**src/include/snake_params.svh**
```systemverilog
`ifndef SNAKE_PARAMS_SVH
`define SNAKE_PARAMS_SVH

// 640x480 raster, 25 MHz pixel clock
`define H_VISIBLE       640
`define H_SYNC_START    656
`define H_SYNC_END      752
`define H_TOTAL         800

`define V_VISIBLE       480
`define V_SYNC_START    490
`define V_SYNC_END      492
`define V_TOTAL         525

// Playfield box, borders are the bands just inside it
`define FIELD_LEFT      210
`define FIELD_TOP       200
`define FIELD_RIGHT     720
`define FIELD_BOTTOM    470
`define BORDER_WIDTH    10

`define APPLE_SIZE      10
`define APPLE_X_BASE    220
`define APPLE_Y_BASE    210

`define BORDER_COLOR    12'h0F0
`define APPLE_COLOR     12'hF00

`define LFSR_SEED       16'hACE1
`define LFSR_TAPS       16'hB400

`endif

```
**src/hdl/snake_pkg.sv**
```systemverilog
`default_nettype none

package snake_pkg;

    // 4 bits per channel, zero is black or empty layer
    typedef logic [11:0] pix_color_t;

    typedef logic [10:0] coord_t;

    // Row times 640 plus column
    typedef logic [18:0] pix_addr_t;

    // Apple relocation handshake
    typedef enum logic [1:0]
    {
        APPLE_IDLE,
        APPLE_STEPPED,
        APPLE_ACKED
    } apple_state_t;

endpackage

`default_nettype wire

```
**src/hdl/apple_placer.sv**
```systemverilog
`timescale 1ns/1ps
`default_nettype none

`include "snake_params.svh"

module apple_placer
(
    input  wire               clk_25Mhz,
    input  wire               reset,
    input  wire               apple_req,
    input  wire               frame_start,
    output logic              apple_ack,
    output snake_pkg::coord_t apple_x,
    output snake_pkg::coord_t apple_y,
    output logic              apple_shown
);

    import snake_pkg::*;

    localparam coord_t X_BASE   = coord_t'(`APPLE_X_BASE);
    localparam coord_t Y_BASE   = coord_t'(`APPLE_Y_BASE);
    // Second half of the field for bit 8
    localparam coord_t X_HALF   = coord_t'(224);
    localparam coord_t IN_LEFT  = coord_t'(`FIELD_LEFT + `BORDER_WIDTH);
    localparam coord_t IN_TOP   = coord_t'(`FIELD_TOP + `BORDER_WIDTH);
    localparam coord_t IN_RIGHT = coord_t'(`FIELD_RIGHT - `BORDER_WIDTH - `APPLE_SIZE);
    localparam coord_t IN_BOT   = coord_t'(`FIELD_BOTTOM - `BORDER_WIDTH - `APPLE_SIZE);

    apple_state_t state;
    logic [15:0]  lfsr;
    logic [15:0]  lfsr_next;
    coord_t       pending_x;
    coord_t       pending_y;

    always_comb
    begin
        // Galois step, shift right and fold taps on the dropped bit
        lfsr_next = lfsr[0] ? ((lfsr >> 1) ^ `LFSR_TAPS) : (lfsr >> 1);
        pending_x = X_BASE + coord_t'(lfsr[7:0]) + (lfsr[8] ? X_HALF : coord_t'(0));
        pending_y = Y_BASE + coord_t'(lfsr[15:9]) + coord_t'(lfsr[15:12]);
    end

    always_ff @(posedge clk_25Mhz)
    begin
        if (reset)
        begin
            state       <= APPLE_IDLE;
            lfsr        <= `LFSR_SEED;
            apple_ack   <= 1'b0;
            apple_shown <= 1'b0;
        end
        else
        begin
            case (state)
                APPLE_IDLE:
                begin
                    if (apple_req)
                    begin
                        lfsr  <= lfsr_next;
                        state <= APPLE_STEPPED;
                    end
                end
                APPLE_STEPPED:
                begin
                    // Switch position only between frames
                    if (frame_start)
                    begin
                        apple_shown <= 1'b1;
                        state       <= APPLE_ACKED;
                    end
                end
                APPLE_ACKED:
                begin
                    if (!apple_ack)
                        apple_ack <= 1'b1;
                    else if (!apple_req)
                    begin
                        apple_ack <= 1'b0;
                        state     <= APPLE_IDLE;
                    end
                end
                default:
                    state <= APPLE_IDLE;
            endcase
        end
    end

    always_ff @(posedge clk_25Mhz)
    begin
        if ((state == APPLE_STEPPED) && frame_start)
        begin
            apple_x <= pending_x;
            apple_y <= pending_y;
        end
    end

    ack_needs_req: assert property (@(posedge clk_25Mhz) disable iff (reset)
        $rose(apple_ack) |-> apple_req);

    apple_inside: assert property (@(posedge clk_25Mhz) disable iff (reset)
        apple_shown |-> (apple_x >= IN_LEFT) && (apple_x <= IN_RIGHT)
                        && (apple_y >= IN_TOP) && (apple_y <= IN_BOT));

endmodule

`default_nettype wire

```
**src/hdl/field_layers.sv**
```systemverilog
`timescale 1ns/1ps
`default_nettype none

`include "snake_params.svh"

module field_layers
(
    input  wire                    clk_25Mhz,
    input  wire                    reset,
    input  wire snake_pkg::coord_t column,
    input  wire snake_pkg::coord_t row,
    input  wire snake_pkg::coord_t apple_x,
    input  wire snake_pkg::coord_t apple_y,
    input  wire                    apple_shown,
    input  wire                    display_enable,
    output snake_pkg::pix_color_t  color
);

    import snake_pkg::*;

    localparam int     NUM_LAYERS = 5;
    localparam coord_t F_LEFT     = coord_t'(`FIELD_LEFT);
    localparam coord_t F_TOP      = coord_t'(`FIELD_TOP);
    localparam coord_t F_RIGHT    = coord_t'(`FIELD_RIGHT);
    localparam coord_t F_BOTTOM   = coord_t'(`FIELD_BOTTOM);
    localparam coord_t BW         = coord_t'(`BORDER_WIDTH);
    localparam coord_t APPLE_SZ   = coord_t'(`APPLE_SIZE);

    pix_color_t layer_q [NUM_LAYERS];
    pix_color_t merged;

    // Start inclusive, end exclusive
    function automatic logic in_rect(input coord_t x, input coord_t y,
                                     input coord_t x0, input coord_t y0,
                                     input coord_t x1, input coord_t y1);
        return (x >= x0) && (x < x1) && (y >= y0) && (y < y1);
    endfunction

    // Overlap of two drawn layers keeps the common bits
    function automatic pix_color_t merge_layer(input pix_color_t acc, input pix_color_t nxt);
        if (acc != '0)
            return (nxt != '0) ? (acc & nxt) : acc;
        else
            return nxt;
    endfunction

    // Stage one, one colour per layer
    always_ff @(posedge clk_25Mhz)
    begin
        layer_q[0] <= (apple_shown && in_rect(column, row, apple_x, apple_y,
                                              apple_x + APPLE_SZ, apple_y + APPLE_SZ))
                      ? `APPLE_COLOR : '0;
        layer_q[1] <= in_rect(column, row, F_LEFT, F_TOP, F_RIGHT, F_TOP + BW)
                      ? `BORDER_COLOR : '0;
        layer_q[2] <= in_rect(column, row, F_LEFT, F_BOTTOM - BW, F_RIGHT, F_BOTTOM)
                      ? `BORDER_COLOR : '0;
        layer_q[3] <= in_rect(column, row, F_LEFT, F_TOP, F_LEFT + BW, F_BOTTOM)
                      ? `BORDER_COLOR : '0;
        layer_q[4] <= in_rect(column, row, F_RIGHT - BW, F_TOP, F_RIGHT, F_BOTTOM)
                      ? `BORDER_COLOR : '0;
    end

    always_comb
    begin
        merged = layer_q[0];
        for (int i = 1; i < NUM_LAYERS; i++)
        begin
            merged = merge_layer(merged, layer_q[i]);
        end
    end

    // Stage two, merged colour with blanking
    always_ff @(posedge clk_25Mhz)
    begin
        if (reset)
            color <= '0;
        else if (!display_enable)
            color <= '0;
        else
            color <= merged;
    end

endmodule

`default_nettype wire

```
**src/hdl/raster_timing.sv**
```systemverilog
`timescale 1ns/1ps
`default_nettype none

`include "snake_params.svh"

module raster_timing
(
    input  wire                clk_25Mhz,
    input  wire                reset,
    output snake_pkg::coord_t  column,
    output snake_pkg::coord_t  row,
    output logic               visible,
    output logic               hsync,
    output logic               vsync,
    output snake_pkg::pix_addr_t addr,
    output logic               frame_start
);

    import snake_pkg::*;

    localparam coord_t H_LAST   = coord_t'(`H_TOTAL - 1);
    localparam coord_t V_LAST   = coord_t'(`V_TOTAL - 1);
    localparam coord_t H_VIS    = coord_t'(`H_VISIBLE);
    localparam coord_t V_VIS    = coord_t'(`V_VISIBLE);
    localparam coord_t HS_START = coord_t'(`H_SYNC_START);
    localparam coord_t HS_END   = coord_t'(`H_SYNC_END);
    localparam coord_t VS_START = coord_t'(`V_SYNC_START);
    localparam coord_t VS_END   = coord_t'(`V_SYNC_END);

    coord_t column_next;
    coord_t row_next;
    logic   frame_wrap;

    always_comb
    begin
        frame_wrap = (column == H_LAST) && (row == V_LAST);
        if (column == H_LAST)
        begin
            column_next = '0;
            row_next    = (row == V_LAST) ? '0 : row + coord_t'(1);
        end
        else
        begin
            column_next = column + coord_t'(1);
            row_next    = row;
        end
    end

    // Flags are registered from the next position so they line up with the counters
    always_ff @(posedge clk_25Mhz)
    begin
        if (reset)
        begin
            column      <= '0;
            row         <= '0;
            visible     <= 1'b1;
            hsync       <= 1'b1;
            vsync       <= 1'b1;
            frame_start <= 1'b1;
            addr        <= '0;
        end
        else
        begin
            column      <= column_next;
            row         <= row_next;
            visible     <= (column_next < H_VIS) && (row_next < V_VIS);
            hsync       <= !((column_next >= HS_START) && (column_next < HS_END));
            vsync       <= !((row_next >= VS_START) && (row_next < VS_END));
            frame_start <= frame_wrap;
            // Address only moves on visible pixels
            if (frame_wrap)
                addr <= '0;
            else if (visible)
                addr <= addr + pix_addr_t'(1);
        end
    end

    column_in_range: assert property (@(posedge clk_25Mhz) column < coord_t'(`H_TOTAL));

endmodule

`default_nettype wire

```
**src/hdl/snake_display_top.sv**
```systemverilog
`timescale 1ns/1ps
`default_nettype none

module snake_display_top
(
    input  wire                   clk_25Mhz,
    input  wire                   reset,
    input  wire                   display_enable,
    input  wire                   apple_req,
    output logic                  apple_ack,
    output snake_pkg::pix_addr_t  pixel_addr,
    output logic                  pixel_visible,
    output snake_pkg::pix_color_t pixel_color,
    output logic                  hsync,
    output logic                  vsync
);

    import snake_pkg::*;

    coord_t    column;
    coord_t    row;
    logic      visible_raw;
    logic      hsync_raw;
    logic      vsync_raw;
    pix_addr_t addr_raw;
    logic      frame_start;
    coord_t    apple_x;
    coord_t    apple_y;
    logic      apple_shown;

    pix_addr_t addr_q1;
    logic      visible_q1;
    logic      hsync_q1;
    logic      vsync_q1;

    raster_timing raster
    (
        .clk_25Mhz   (clk_25Mhz),
        .reset       (reset),
        .column      (column),
        .row         (row),
        .visible     (visible_raw),
        .hsync       (hsync_raw),
        .vsync       (vsync_raw),
        .addr        (addr_raw),
        .frame_start (frame_start)
    );

    apple_placer placer
    (
        .clk_25Mhz   (clk_25Mhz),
        .reset       (reset),
        .apple_req   (apple_req),
        .frame_start (frame_start),
        .apple_ack   (apple_ack),
        .apple_x     (apple_x),
        .apple_y     (apple_y),
        .apple_shown (apple_shown)
    );

    field_layers layers
    (
        .clk_25Mhz      (clk_25Mhz),
        .reset          (reset),
        .column         (column),
        .row            (row),
        .apple_x        (apple_x),
        .apple_y        (apple_y),
        .apple_shown    (apple_shown),
        .display_enable (display_enable),
        .color          (pixel_color)
    );

    // Match the two colour stages
    always_ff @(posedge clk_25Mhz)
    begin
        if (reset)
        begin
            visible_q1    <= 1'b0;
            hsync_q1      <= 1'b1;
            vsync_q1      <= 1'b1;
            pixel_visible <= 1'b0;
            hsync         <= 1'b1;
            vsync         <= 1'b1;
        end
        else
        begin
            visible_q1    <= visible_raw;
            hsync_q1      <= hsync_raw;
            vsync_q1      <= vsync_raw;
            pixel_visible <= visible_q1;
            hsync         <= hsync_q1;
            vsync         <= vsync_q1;
        end
    end

    always_ff @(posedge clk_25Mhz)
    begin
        addr_q1    <= addr_raw;
        pixel_addr <= addr_q1;
    end

endmodule

`default_nettype wire

```
**config.mk**
```make
export PLATFORM = sky130hd
export DESIGN_NAME = snake_display_top
export DESIGN_NICKNAME = d
export VERILOG_FILES = /design/src/hdl/snake_pkg.sv /design/src/hdl/apple_placer.sv /design/src/hdl/field_layers.sv /design/src/hdl/raster_timing.sv /design/src/hdl/snake_display_top.sv
export VERILOG_INCLUDE_DIRS = /design/src /design/src/include
export SDC_FILE = /design/constraint.sdc
export NUM_CORES = 1
export LEC_CHECK = 0
export BUFFER_PORTS_ARGS = -buffer_cell sky130_fd_sc_hd__buf_2
export CORE_ASPECT_RATIO = 1.25
export CORE_MARGIN = 5
export CORE_UTILIZATION = 35
export DETAILED_ROUTE_END_ITERATION = 10
export GPL_TIMING_DRIVEN = 0
export SLEW_MARGIN = 0
export SYNTH_ARGS = -nofsm -noshare
export SYNTH_HDL_FRONTEND = slang
export SYNTH_HIERARCHICAL = 1
export SYNTH_SLANG_ARGS = --single-unit
```
**constraint.sdc**
```tcl
create_clock -name clk_25Mhz -period 5.2 [get_ports clk_25Mhz]
set_clock_uncertainty 0.15 [all_clocks]
set_input_delay 1.04 -clock clk_25Mhz [delete_from_list [all_inputs] [get_ports clk_25Mhz]]
set_output_delay 1.04 -clock clk_25Mhz [all_outputs]
set_load 0.02 [all_outputs]
```
Word-level counts from Yosys, hierarchy flattened. Memories as Yosys holds them, arrays and structs flattened. Index checks and enable logic that the tools add are counted.

$add $sub $neg: 9. Magnitude comparators: 18. Equality and inequality tests: 8. Muxes and demuxes: 25. Bitwise operators: 6. Reductions and logical operators: 36.

Operator list (count): $mux W12 (9); $reduce_bool A12 Y1 (8); $and A12 B12 Y12 (4); $mux W8 (5); $lt A11 B10 Y1 const B (3); $lt A11 B9 Y1 const B (3); $mux W11 (3); $add A11 B1 Y11 const B (2); $add A11 B4 Y11 const B (2); $eq A11 B10 Y1 const B (2); $ge A11 B10 Y1 const B (2); $ge A11 B11 Y1 (2); $ge A11 B8 Y1 const B (2); $ge A11 B9 Y1 const B (2); $lt A11 B11 Y1 (2); $lt A11 B8 Y1 const B (2); $logic_and A1 B1 Y1 (20); $add A19 B1 Y19 const B (1); $mux W16 (1); $add A11 B11 Y11 (1); $add A11 B4 Y11 (1); $add A8 B7 Y9 const A (1); $add A8 B8 Y9 const A (1); $mux W2 (4); other kinds (13) (19).

Register bits: 143. Memory bits (writable): 60. Input bits: 4. Output and inout port bits: 35. Logic and storage cells: 125. Memories kept: 1.

Memory list: layers.layer_q (words 5, bits a word 12, read ports 5, clocked after memory_dff 0, write ports 5, line field_layers.sv:29) `pix_color_t layer_q [NUM_LAYERS];`.

Depth between registers and ports, before layout. An unclocked memory read counts as a cell.

Depth in word-level cells: 13. Mapped depth: 11.

Modules after synthesis. Netlist, hierarchy kept.

Modules (own cells, without submodules): raster_timing (instances 1, cells an instance 248, area an instance 2167.1 um2, sequential area each 900.9 um2); apple_placer (instances 1, cells an instance 179, area an instance 1930.6 um2, sequential area each 970.9 um2); field_layers (instances 1, cells an instance 226, area an instance 1715.4 um2, sequential area each 140.1 um2); snake_display_top (instances 1, cells an instance 50, area an instance 918.4 um2, sequential area each 880.8 um2).

Worst setup path after synthesis. OpenSTA, ideal clock, no wires.

Path kind: register to register. Start point: register placer.apple_x[4]. End point: memory layers/layer_q[0][11] (netlist name). Arrival: 2.689 ns. Data required time: 4.971 ns. Slack: 2.281 ns. Cell stages (with the launch flop): 12. Clock period less this slack: 2.919 ns. Cell sequence: edfxtp_1 > inv_2 > nor3_1 > and3_1 > o21ai_0 > xnor2_1 > ha_1 > nand4_1 > o2111ai_1 > or4_1 > or4_1 > a211oi_2.

RTL lines: from (decl) (line apple_placer.sv:13) `output snake_pkg::coord_t apple_x,`; from (signal assigned) (line apple_placer.sv:92) `apple_x <= pending_x;`; to (decl) (line field_layers.sv:29).

==> results_dict.tcl <==
set metrics [dict create \
    status "complete, no violations" \
    grt_start_max_net_pins 22 \
    cts_tree "built" \
    synthCells 703 \
    setup_violations 0 \
    vias 4893 \
    rows 56 \
    insertedDiodeCount 0 \
    cts_setup_buffers 0 \
    slew_headroom 0.408 \
    fmax_mhz 313 \
    globalplace.congestion 0.797 \
    whs_ns 0.173 \
    core_area_um2 18800 \
    setup.worst_path.start "placer/apple_x[4]" \
    hpwlAfterDp_um 9250 \
    period_share 0.615 \
    die_h_um 165 \
    peakVddDrop_mv 0.216 \
    top_layer "met4" \
    internal_power_uw 1850 \
    cp-start-kind "flop" \
    tns_ns 0 \
    power.share.clock 0.456 \
    io_buffers 34 \
    worst_slew_pin_slew_ns 0.888 \
    cts_buffer_depth 2 \
    syn_area_um2 6730 \
    cp.arrival_ns 3.37 \
    cts_root_buffer "clkbuf_16" \
    yosys-top-cells-area "dfxtp_1, ha_1, edfxtp_1, xnor2_1, nor2_1" \
    holdBufCountCts 0 \
    power_leakage_uw 0.00325 \
    dieArea_um2 22100 \
    postLayoutCellArea_um2 7790 \
    antenna_found_initial 0 \
    synth_top_area_cell "dfxtp_1" \
    comb_power_share 0.094 \
    hold_viol_final 0 \
    met1_length_um 5800 \
    cts_made_buffers 17 \
    synthTopCellsByCount "dfxtp_1, ha_1, nor2_1" \
    fin_nets 834 \
    area_growth_pct 15.7 \
    power_density_nw_per_um2 322 \
    cap_violations 0 \
    crit_required_ns 5.37 \
    p_sw_frac 0.262 \
    post_drt_wl_per_cell_um 12.7 \
    via_per_inst 4.86 \
    hold_class "reg -> reg" \
    yosysMostFrequentCell "dfxtp_1" \
    crit_path_end_kind "flop" \
    dpl_cell_area_um2 7210 \
    syn_area_per_cell_um2 9.58 \
    crit_path_max_fanout 4 \
    path_class "reg -> reg" \
    yosysWarnings 6 \
    async_reset_ff_frac 0 \
    timing.rr.start "placer/apple_x[4]" \
    cts_resized 0 \
    dieWidth_um 134 \
    synth_edf_count 19 \
    grt_pass1_wl_um 22000 \
    overflow 0 \
    drtIter0Drc 163 \
    firstDrtPassIters 4 \
    hp-start "addr_q1[16]" \
    switching_power_uw 656 \
    slew_viol_final 0 \
    netlist.area_leader.share 0.345 \
    grt_setup_unrepaired "false" \
    wirelength_um 12700 \
    num_io_pins 39 \
    synth.distinct_cells 72 \
    clkSinkCount 135 \
    drive_above_1_share 0.140 \
    clk_pin_slew_ns 0.06 \
    yosysSeqAreaShare 0.430 \
    start_util 0.357 \
    ant_nets 0 \
    period_minus_slack_ns 3.20 \
    htree_num_levels 4 \
    ys_seq_elements 135 \
    grt_pass1_vias 4791 \
    drc_errors 0 \
    met3_length_um 520 \
    clkLatencyLatePin_ns 0.41 \
    synth-main-ff-cell "dfxtp_1" \
    power_frac_seq 0.450 \
    grt_use_total 0.121 \
    wl_met2_um 6280 \
]
worst max-delay path, cell delays in order, from the launching register on:
cell	delay [ns]
edfxtp_1	0.36
inv_2	0.07
nor3_1	0.28
and3_1	0.22
o21ai_0	0.10
xnor2_1	0.15
ha_1	0.29
nand4_1	0.14
o2111ai_1	0.13
or4_1	0.46
or4_1	0.53
a211oi_2	0.24
final timing paths:
check                          endpoint  slack, ns  depth (start not counted)
setup / recovery  layers/layer_q[0][11]       2.00                         11
hold / removal           pixel_addr[16]       0.17                          0
setup reg to reg  layers/layer_q[0][11]       2.00                         11
hold reg to reg          pixel_addr[16]       0.17                          0
routing by layer:
| metal | up-vias | global-route usage |
|---|---|---|
| met5 | - | 0 |
| met4 | 0 | 0.0546 |
| met3 | 8 | 0.0297 |
| met2 | 79 | 0.209 |
| met1 | 2240 | 0.145 |
| li1 | 2566 | - |
sequential cells by signal, indices dropped and copies added, names as in the netlist, 2 cells and up:
name,cells
addr_q1,19
layers/color,2
layers/layer_q,5
pixel_addr,19
placer/apple_x,10
placer/apple_y,9
placer/lfsr,16
placer/state,2
raster/addr,19
raster/column,11
raster/row,11
power groups by stage:
stage	sequential (µW)	clock, µW	combinational (µW)
4_1_cts	1130	1180	238
6_report	1130	1140	235
5_1_grt	1130	1230	271
2_1_floorplan	1150	0	187
3_5_place_dp	1150	0	236
3_3_place_gp	1150	0	233
layout by cell type, fill, tap and decap left out, types with 24 or more instances in the layout:
master	Yosys	layout
dfxtp_1	116	116
nor2_1	57	57
ha_1	67	67
nand3_1	24	24
xnor2_1	34	34
inv_1	48	48
nand2_1	51	51
xor2_1	24	24
buf_2	0	34
a21oi_1	42	42
metrics by stage:
step / utilization / power, µW / cells / setup slack (ns)
finish: 0.413 / 2500 / 1006 / 2.00
global route: 0.413 / 2630 / 1006 / 1.67
CTS: 0.413 / 2550 / 1006 / 1.99
detailed placement: 0.383 / 1390 / 974 / 2.01
global placement: 0.383 / 1380 / 974 / 1.99
floorplan: - / 1330 / 708 / 2.28
cells by family after synthesis:
kind of cell    Yosys count  synth area share
simple gates            246             0.195
flops                   135             0.430
compound gates          112             0.107
buf+inv                  77            0.0552
fa+ha+maj                69             0.130
xor+xnor                 58            0.0755
mux                       4           0.00595
other cells               2           0.00112
final cells by class:
cell class                 instances  area (µm²)
inverter                          50         188
fill                            1841       11100
tap                              232         290
clock inverter                    14         136
timing repair buffer              34         170
clock buffer                      18         439
buffer                            27         184
multi-input combinational        496        3490
sequential                       135        2890
No activity file was read; power rests on OpenSTA's default activity.
